<file path="src/source/stash_pkg.sv">
package stash_pkg;

    // --------------------------------------------------------------------
    // Default geometry
    // --------------------------------------------------------------------

    // Key width in bits
    localparam int DEF_KEY_W = 8;

    // Value width in bits
    localparam int DEF_VALUE_W = 16;

    // Number of entries in the store
    localparam int DEF_SIZE = 8;

    // --------------------------------------------------------------------
    // Enumerations
    // --------------------------------------------------------------------

    // Operation issued by the controller to the store
    typedef enum logic [1:0] {
        OP_NOP   = 2'd0,
        OP_WRITE = 2'd1,
        OP_READ  = 2'd2,
        OP_CLEAR = 2'd3
    } op_e;

    // Controller FSM states
    typedef enum logic {
        ST_INIT = 1'b0,  // clear sweep in progress
        ST_IDLE = 1'b1   // normal service
    } ctrl_state_e;

endpackage

</file>
<file path="src/source/stash_ctrl.sv">
`timescale 1ns/1ps

module stash_ctrl #(
    parameter int KEY_W   = stash_pkg::DEF_KEY_W,
    parameter int VALUE_W = stash_pkg::DEF_VALUE_W,
    parameter int SIZE    = stash_pkg::DEF_SIZE
)(
    input  logic                    clk,
    input  logic                    rst,

    // Init control
    input  logic                    init,
    output logic                    init_done,

    // Write request
    input  logic                    wr_req,
    input  logic [KEY_W-1:0]        wr_key,
    input  logic [VALUE_W-1:0]      wr_value,
    output logic                    wr_rdy,

    // Read request
    input  logic                    rd_req,
    input  logic [KEY_W-1:0]        rd_key,
    output logic                    rd_rdy,

    // Store command
    output stash_pkg::op_e          op,
    output logic [KEY_W-1:0]        op_key,
    output logic [VALUE_W-1:0]      op_value,
    output logic [$clog2(SIZE)-1:0] clr_idx,

    // Store lookup result
    input  logic                    lookup_hit,
    input  logic [VALUE_W-1:0]      lookup_value,

    // Read response
    output logic                    rd_ack,
    output logic                    rd_hit,
    output logic [VALUE_W-1:0]      rd_value
);

    import stash_pkg::*;

    localparam int IDX_W = $clog2(SIZE);
    localparam logic [IDX_W-1:0] LAST_IDX = IDX_W'(SIZE - 1);

    ctrl_state_e      state;
    logic [IDX_W-1:0] clr_cnt;
    logic             wr_acc;
    logic             rd_acc;

    // --------------------------------------------------------------------
    // Handshakes
    // --------------------------------------------------------------------

    assign init_done = (state == ST_IDLE);

    // Writes win a same-cycle conflict
    assign wr_rdy = init_done;
    assign rd_rdy = init_done && !wr_req;

    assign wr_acc = wr_req && wr_rdy;
    assign rd_acc = rd_req && rd_rdy;

    // --------------------------------------------------------------------
    // Init sweep FSM
    // --------------------------------------------------------------------

    // One entry cleared per cycle, SIZE cycles in total
    always_ff @(posedge clk) begin
        if (rst || init) begin
            state   <= ST_INIT;
            clr_cnt <= '0;
        end else if (state == ST_INIT) begin
            if (clr_cnt == LAST_IDX) begin
                state   <= ST_IDLE;
                clr_cnt <= '0;
            end else begin
                clr_cnt <= clr_cnt + 1'b1;
            end
        end
    end

    assign clr_idx = clr_cnt;

    // --------------------------------------------------------------------
    // Command to the store
    // --------------------------------------------------------------------

    always_comb begin
        op = OP_NOP;
        if (state == ST_INIT) begin
            op = OP_CLEAR;
        end else if (wr_acc) begin
            op = OP_WRITE;
        end else if (rd_acc) begin
            op = OP_READ;
        end
    end

    // Key follows whichever request is being served
    assign op_key   = wr_acc ? wr_key : rd_key;
    assign op_value = wr_value;

    // --------------------------------------------------------------------
    // Registered read response
    // --------------------------------------------------------------------

    always_ff @(posedge clk) begin
        if (rst) begin
            rd_ack <= 1'b0;
            rd_hit <= 1'b0;
        end else begin
            rd_ack <= rd_acc;
            if (rd_acc) begin
                rd_hit <= lookup_hit;
            end
        end
    end

    // Store returns zero on a miss
    always_ff @(posedge clk) begin
        if (rd_acc) begin
            rd_value <= lookup_value;
        end
    end

    // No response while a clear sweep is running
    a_ack_after_init: assert property (@(posedge clk) disable iff (rst)
        rd_ack |-> init_done);

endmodule

</file>
<file path="src/source/lru_store.sv">
`timescale 1ns/1ps

module lru_store #(
    parameter int KEY_W   = stash_pkg::DEF_KEY_W,
    parameter int VALUE_W = stash_pkg::DEF_VALUE_W,
    parameter int SIZE    = stash_pkg::DEF_SIZE
)(
    input  logic                    clk,
    input  logic                    rst,

    // Command from the controller
    input  stash_pkg::op_e          op,
    input  logic [KEY_W-1:0]        op_key,
    input  logic [VALUE_W-1:0]      op_value,
    input  logic [$clog2(SIZE)-1:0] clr_idx,

    // Lookup result for op_key, same cycle
    output logic                    lookup_hit,
    output logic [VALUE_W-1:0]      lookup_value,

    // Event pulses in the issue cycle
    output logic                    ins_new,
    output logic                    evict
);

    import stash_pkg::*;

    localparam int IDX_W = $clog2(SIZE);
    localparam int AGE_W = $clog2(SIZE);

    // Age of the least recently used entry in a full store
    localparam logic [AGE_W-1:0] OLDEST = AGE_W'(SIZE - 1);

    // --------------------------------------------------------------------
    // Entry storage
    // --------------------------------------------------------------------

    logic [SIZE-1:0]    valid;
    logic [KEY_W-1:0]   keys   [SIZE];
    logic [VALUE_W-1:0] values [SIZE];
    logic [AGE_W-1:0]   ages   [SIZE];

    // Lookup and replacement helpers
    logic [SIZE-1:0]    match;
    logic [IDX_W-1:0]   hit_idx;
    logic [IDX_W-1:0]   free_idx;
    logic [IDX_W-1:0]   victim_idx;
    logic [IDX_W-1:0]   tgt_idx;
    logic [AGE_W-1:0]   hit_age;
    logic               full;
    logic               touch;
    logic [SIZE-1:0]    age_up;

    // --------------------------------------------------------------------
    // Key match and slot selection
    // --------------------------------------------------------------------

    always_comb begin
        for (int i = 0; i < SIZE; i++) begin
            match[i] = valid[i] && (keys[i] == op_key);
        end
    end

    // Downward scan so the lowest index wins
    always_comb begin
        hit_idx    = '0;
        free_idx   = '0;
        victim_idx = '0;
        for (int i = SIZE - 1; i >= 0; i--) begin
            if (match[i]) begin
                hit_idx = IDX_W'(i);
            end
            if (!valid[i]) begin
                free_idx = IDX_W'(i);
            end
            if (valid[i] && (ages[i] == OLDEST)) begin
                victim_idx = IDX_W'(i);
            end
        end
    end

    assign full    = &valid;
    assign hit_age = ages[hit_idx];

    assign lookup_hit   = |match;
    assign lookup_value = lookup_hit ? values[hit_idx] : '0;

    // New key goes to a free slot, else replaces the LRU entry
    assign ins_new = (op == OP_WRITE) && !lookup_hit;
    assign evict   = ins_new && full;
    assign tgt_idx = full ? victim_idx : free_idx;

    // Read hit or write hit counts as a use
    assign touch = lookup_hit && ((op == OP_WRITE) || (op == OP_READ));

    // --------------------------------------------------------------------
    // Age update
    // --------------------------------------------------------------------

    // Entries younger than the touched one shift back by one
    // On insert every other valid entry ages
    always_comb begin
        for (int i = 0; i < SIZE; i++) begin
            if (touch) begin
                age_up[i] = valid[i] && (ages[i] < hit_age);
            end else if (ins_new) begin
                age_up[i] = valid[i] && (IDX_W'(i) != tgt_idx);
            end else begin
                age_up[i] = 1'b0;
            end
        end
    end

    // --------------------------------------------------------------------
    // State update
    // --------------------------------------------------------------------

    always_ff @(posedge clk) begin
        if (rst) begin
            valid <= '0;
        end else begin
            for (int i = 0; i < SIZE; i++) begin
                if ((op == OP_CLEAR) && (clr_idx == IDX_W'(i))) begin
                    valid[i] <= 1'b0;
                end else if (ins_new && (tgt_idx == IDX_W'(i))) begin
                    valid[i] <= 1'b1;
                end
            end
        end
    end

    always_ff @(posedge clk) begin
        for (int i = 0; i < SIZE; i++) begin
            if (ins_new && (tgt_idx == IDX_W'(i))) begin
                // Fresh entry is the most recently used
                keys[i]   <= op_key;
                values[i] <= op_value;
                ages[i]   <= '0;
            end else if (touch && (hit_idx == IDX_W'(i))) begin
                if (op == OP_WRITE) begin
                    values[i] <= op_value;
                end
                ages[i] <= '0;
            end else if (age_up[i]) begin
                ages[i] <= ages[i] + 1'b1;
            end
        end
    end

    // --------------------------------------------------------------------
    // Checks
    // --------------------------------------------------------------------

    // Update in place keeps keys unique across all entries
    a_key_unique: assert property (@(posedge clk) disable iff (rst)
        ((op == OP_WRITE) || (op == OP_READ)) |-> $onehot0(match));

    // Full store holds a strict age order
    for (genvar i = 0; i < SIZE; i++) begin : g_age_chk
        for (genvar j = i + 1; j < SIZE; j++) begin : g_pair
            a_age_distinct: assert property (@(posedge clk) disable iff (rst)
                full |-> (ages[i] != ages[j]));
        end
    end

endmodule

</file>
<file path="src/source/stash_lru.sv">
`timescale 1ns/1ps

module stash_lru #(
    parameter int KEY_W   = stash_pkg::DEF_KEY_W,
    parameter int VALUE_W = stash_pkg::DEF_VALUE_W,
    parameter int SIZE    = stash_pkg::DEF_SIZE
)(
    input  logic                      clk,
    input  logic                      rst,

    input  logic                      init,
    output logic                      init_done,

    input  logic                      wr_req,
    input  logic [KEY_W-1:0]          wr_key,
    input  logic [VALUE_W-1:0]        wr_value,
    output logic                      wr_rdy,

    input  logic                      rd_req,
    input  logic [KEY_W-1:0]          rd_key,
    output logic                      rd_rdy,

    output logic                      rd_ack,
    output logic                      rd_hit,
    output logic [VALUE_W-1:0]        rd_value,

    output logic [$clog2(SIZE+1)-1:0] fill,
    output logic                      evt_activate,
    output logic                      evt_deactivate
);

    import stash_pkg::*;

    localparam int IDX_W  = $clog2(SIZE);
    localparam int FILL_W = $clog2(SIZE + 1);

    // Controller to store
    op_e                op;
    logic [KEY_W-1:0]   op_key;
    logic [VALUE_W-1:0] op_value;
    logic [IDX_W-1:0]   clr_idx;

    // Store to controller and wrapper
    logic               lookup_hit;
    logic [VALUE_W-1:0] lookup_value;
    logic               ins_new;
    logic               evict;

    // --------------------------------------------------------------------
    // Controller and store
    // --------------------------------------------------------------------

    stash_ctrl #(
        .KEY_W   (KEY_W),
        .VALUE_W (VALUE_W),
        .SIZE    (SIZE)
    ) u_ctrl (
        .clk          (clk),
        .rst          (rst),
        .init         (init),
        .init_done    (init_done),
        .wr_req       (wr_req),
        .wr_key       (wr_key),
        .wr_value     (wr_value),
        .wr_rdy       (wr_rdy),
        .rd_req       (rd_req),
        .rd_key       (rd_key),
        .rd_rdy       (rd_rdy),
        .op           (op),
        .op_key       (op_key),
        .op_value     (op_value),
        .clr_idx      (clr_idx),
        .lookup_hit   (lookup_hit),
        .lookup_value (lookup_value),
        .rd_ack       (rd_ack),
        .rd_hit       (rd_hit),
        .rd_value     (rd_value)
    );

    lru_store #(
        .KEY_W   (KEY_W),
        .VALUE_W (VALUE_W),
        .SIZE    (SIZE)
    ) u_store (
        .clk          (clk),
        .rst          (rst),
        .op           (op),
        .op_key       (op_key),
        .op_value     (op_value),
        .clr_idx      (clr_idx),
        .lookup_hit   (lookup_hit),
        .lookup_value (lookup_value),
        .ins_new      (ins_new),
        .evict        (evict)
    );

    // --------------------------------------------------------------------
    // Status
    // --------------------------------------------------------------------

    assign evt_activate   = ins_new;
    assign evt_deactivate = evict;

    // Eviction replaces an entry so the count holds
    always_ff @(posedge clk) begin
        if (rst || (op == OP_CLEAR)) begin
            fill <= '0;
        end else if (ins_new && !evict) begin
            fill <= fill + 1'b1;
        end
    end

    a_fill_bound: assert property (@(posedge clk) disable iff (rst)
        fill <= FILL_W'(SIZE));

    // Store only evicts from a full store to make room for a new key
    a_evict_with_ins: assert property (@(posedge clk) disable iff (rst)
        evict |-> (ins_new && (fill == FILL_W'(SIZE))));

endmodule

</file>
<file path="src/source/stash_top.sv">
`timescale 1ns/1ps

module stash_top #(
    parameter int KEY_W   = stash_pkg::DEF_KEY_W,
    parameter int VALUE_W = stash_pkg::DEF_VALUE_W,
    parameter int SIZE    = stash_pkg::DEF_SIZE
)(
    input  logic                      clk,
    input  logic                      rst,

    // Init
    input  logic                      init,
    output logic                      init_done,

    // Write side
    input  logic                      wr_req,
    input  logic [KEY_W-1:0]          wr_key,
    input  logic [VALUE_W-1:0]        wr_value,
    output logic                      wr_rdy,

    // Read side
    input  logic                      rd_req,
    input  logic [KEY_W-1:0]          rd_key,
    output logic                      rd_rdy,
    output logic                      rd_ack,
    output logic                      rd_hit,
    output logic [VALUE_W-1:0]        rd_value,

    // Status
    output logic [$clog2(SIZE+1)-1:0] fill,
    output logic                      evt_activate,
    output logic                      evt_deactivate
);

    stash_lru #(
        .KEY_W   (KEY_W),
        .VALUE_W (VALUE_W),
        .SIZE    (SIZE)
    ) u_stash_lru (
        .clk            (clk),
        .rst            (rst),
        .init           (init),
        .init_done      (init_done),
        .wr_req         (wr_req),
        .wr_key         (wr_key),
        .wr_value       (wr_value),
        .wr_rdy         (wr_rdy),
        .rd_req         (rd_req),
        .rd_key         (rd_key),
        .rd_rdy         (rd_rdy),
        .rd_ack         (rd_ack),
        .rd_hit         (rd_hit),
        .rd_value       (rd_value),
        .fill           (fill),
        .evt_activate   (evt_activate),
        .evt_deactivate (evt_deactivate)
    );

endmodule

</file>
<file path="config.mk">
export PLATFORM = sky130hd
export DESIGN_NAME = stash_top
export DESIGN_NICKNAME = d
export VERILOG_FILES = /design/src/source/stash_pkg.sv /design/src/source/stash_ctrl.sv /design/src/source/lru_store.sv /design/src/source/stash_lru.sv /design/src/source/stash_top.sv
export SDC_FILE = /design/constraint.sdc
export NUM_CORES = 1
export LEC_CHECK = 0
export ABC_CLOCK_PERIOD_IN_PS = 4320
export BUFFER_PORTS_ARGS = -buffer_cell sky130_fd_sc_hd__buf_2
export CAP_MARGIN = 20
export CORE_AREA = 4 4 257 159
export CTS_CLUSTER_SIZE = 12
export DETAILED_ROUTE_END_ITERATION = 12
export DIE_AREA = 0 0 261 163
export SLEW_MARGIN = 30
export SYNTH_ARGS = -nofsm -noshare
export SYNTH_HDL_FRONTEND = slang
export SYNTH_HIERARCHICAL = 1
export SYNTH_SLANG_ARGS = --single-unit
</file>
<file path="constraint.sdc">
create_clock -name clk -period 4.32 [get_ports clk]
set_input_delay 0.216 -clock clk [delete_from_list [all_inputs] [get_ports clk]]
set_output_delay 0.216 -clock clk [all_outputs]
set_load 0.1 [all_outputs]
</file>
==> metrics.yaml <==
drt_first_iter_violations: 698
drt_pass1_iterations: 5
ant_nets: 0
dp_hpwl_microns: 18700
drive_gt1_share_pct: 23.1
nets: 999
irDropWorstVdd_uv: 224
hold_path.class: "in2reg"
ff2ff_path_depth: 16
async_flop_share_pct: 0
synth_edf_count: 232
max_cap_violations: 0
cts-root-buf: "clkbuf_16"
cp_data_required_time_ns: 4.70
io_pins: 64
rows: 56
yosys.area.top_type: "edfxtp_1"
cts_tree: "done"
clock_path_buffers: 3
ys_seq_area_share_pct: 64.2
regToRegSetupSlack_ns: 0.21
grt_pass1_wl_microns: 42700
overflow: 0
worstPathMaxFanout: 16
clk_pin_slew_ns: 0.06
die_y_microns: 163
skew_ns: 0.0170
synthTopCellsByArea: "edfxtp_1 (61%), xnor2_1 (4.7%), ha_1 (3.2%)"
synth_common_cells: "edfxtp_1 (232), xnor2_1 (61), o22ai_1 (49), nand2_1 (44), nor2_1 (40)"
holdWs_ns: 0.0596
grt_pass1_vias: 7082
worst_slew_pin_slew_ns: 0.717
power.leakage_nw: 4.50
grt_start_max_net_pins: 34
fmax_ghz: 0.243
synthCells: 825
end_kind: "flop"
worstSetupPathType: "reg2reg"
die-area_sq_um: 42500
post_drt_wl_per_cell_microns: 18.9
gr-usage-all-layers_pct: 12.8
cts_made_buffers: 26
insertion_delay_ns: 0.53
clock_sinks: 250
ys_ff_latch: 250
fin_setup_tns_ns: 0
worstPathArrival_ns: 4.49
drv_slew: 0
htreeDepth: 1
rsz0062_at_grt: "false"
synth_top_cell_area_share_pct: 61.1
drc: 0
diodes: 0
core_area_sq_um: 38500
fin_crit_ns: 4.11
syn-num-nets: 891
antenna_found_initial: 0
routed_wl_microns: 27900
initial_core_util_pct: 29.7
synthFlopType: "edfxtp_1"
io_buffer_count: 63
num_vias: 7292
p_per_area_nw_per_um2: 351
startpoint_type: "flop"
viasPerCell: 4.95
fin_crit_sh_pct: 95.1
status: "finished clean"
place.gp.congestion: 0.915
hold_viol_final: 0
synth.cell_area_sq_um: 11400
syn2layout_area_growth_pct: 19.5
whs_path_depth: 2
synth.distinct_cells: 75
final_area_sq_um: 13600
dpl_cell_area_sq_um: 12500
setup_viol_count_final: 0
die_w_microns: 261
syn-mean-instance-area_sq_um: 13.8
yosys_warnings: 6
synth_most_common_cell: "edfxtp_1"
nFillCells: 3713
relSlewSlack_pct: 51.9
report_power, final:
part           leakage [nW]  switching, mW  internal, mW
combinational          1.89         0.0720        0.0605
sequential             2.24        0.00183          2.64
clock                 0.366          0.865          1.16
total                  4.50          0.939          3.85
routing by layer:
metal | wire (microns) | up-vias | GRT usage (%)
met3 | 1880 | 34 | 2.55
met5 | 0 | - | 0
li1 | - | 3412 | -
met4 | 505 | 0 | 2.81
met1 | 13800 | 3643 | 20.0
met2 | 11700 | 203 | 18.3
kinds of logic (layout without fill, tap and decap cells):
logic type	count (synthesis)	in the layout	share of synthesized area [%]
XOR/XNOR	66	66	5.20
adder cells (fa/ha/maj)	36	36	3.86
buffers and inverters	80	205	3.67
multiplexers	11	11	1.05
AO/OA/AOI/OAI	185	185	12.5
flip-flops	250	250	64.2
AND/OR/NAND/NOR	197	197	9.54
what timing repair did:
action	CTS	global route
setup endpoints to repair	0	45
endpoints found under the hold margin	133	0
setup buffers	0	12
hold buffers	18	0
gates resized for setup	0	10
worst max-delay path, cell delays in order, from the launching register on:
cell and delay [ns]:
dfxtp_4 0.36, nand2_8 0.11, mux2_4 0.43, xnor2_2 0.19, nand4_1 0.16, or3_4 0.42, a211o_1 0.32, nand2_2 0.13
nand2b_4 0.17, o221ai_1 0.12, o22a_2 0.35, ha_4 0.20, or3_4 0.37, a211oi_2 0.23, a21oi_2 0.09, nor2b_1 0.16
nor2b_1 0.16
final cells by class:
type                    count  area [sq um]  share of cell area (%)
flip-flops and latches    250          7330                    53.8
multi-input cells         495          3850                    28.2
repair buffers            133           936                    6.86
clock buffers              39           731                    5.36
well taps                 522           653                    4.79
inverters                  27           105                   0.771
clock inverters             6          28.8                   0.211
stage by stage:
step                setup slack, ns  instances  total power [mW]  util [%]
floorplan                   0.00342        825              2.77         -
finish                        0.211       1472              4.79      35.4
global placement              0.148       1397              2.79      32.6
CTS                          0.0658       1460              4.83      35.0
detailed placement           0.0372       1397              2.80      32.6
global route                0.00946       1472              4.95      35.4
state kept, by name, summed over array words and instances (netlist names):
signal / flops
u_stash_lru/u_store/valid: 8
u_stash_lru/u_ctrl/clr_idx: 3
u_stash_lru/u_store/values: 128
u_stash_lru/u_ctrl/rd_hit: 1
u_stash_lru/u_ctrl/init_done: 1
u_stash_lru/u_ctrl/rd_value: 16
u_stash_lru/fill: 4
u_stash_lru/u_ctrl/rd_ack: 1
u_stash_lru/u_store/ages: 24
u_stash_lru/u_store/keys: 64
cells in the final DEF (no fill, tap or decap), types with 7 or more instances in the layout:
master,n
nor3_1,16
mux2_4,8
nor2_1,40
nand4_1,13
o221ai_1,34
a21oi_1,23
o21ai_0,13
clkbuf_1,11
nand3_1,17
and2_1,7
dfxtp_1,17
clkbuf_16,27
nand2_1,44
nor2b_1,11
buf_4,48
inv_1,26
ha_1,28
dlygate4sd3_1,18
xnor2_1,57
o22ai_1,49
edfxtp_1,232
buf_2,63
final timing paths:
check                                   endpoint                          from
setup / recovery  u_stash_lru/u_store/ages[0][0]  u_stash_lru/u_ctrl/init_done
hold / removal     u_stash_lru/u_ctrl/clr_idx[1]                           rst
setup reg to reg  u_stash_lru/u_store/ages[0][0]  u_stash_lru/u_ctrl/init_done
hold reg to reg              u_stash_lru/fill[1]           u_stash_lru/fill[1]
(Power assumes the default switching activity.)
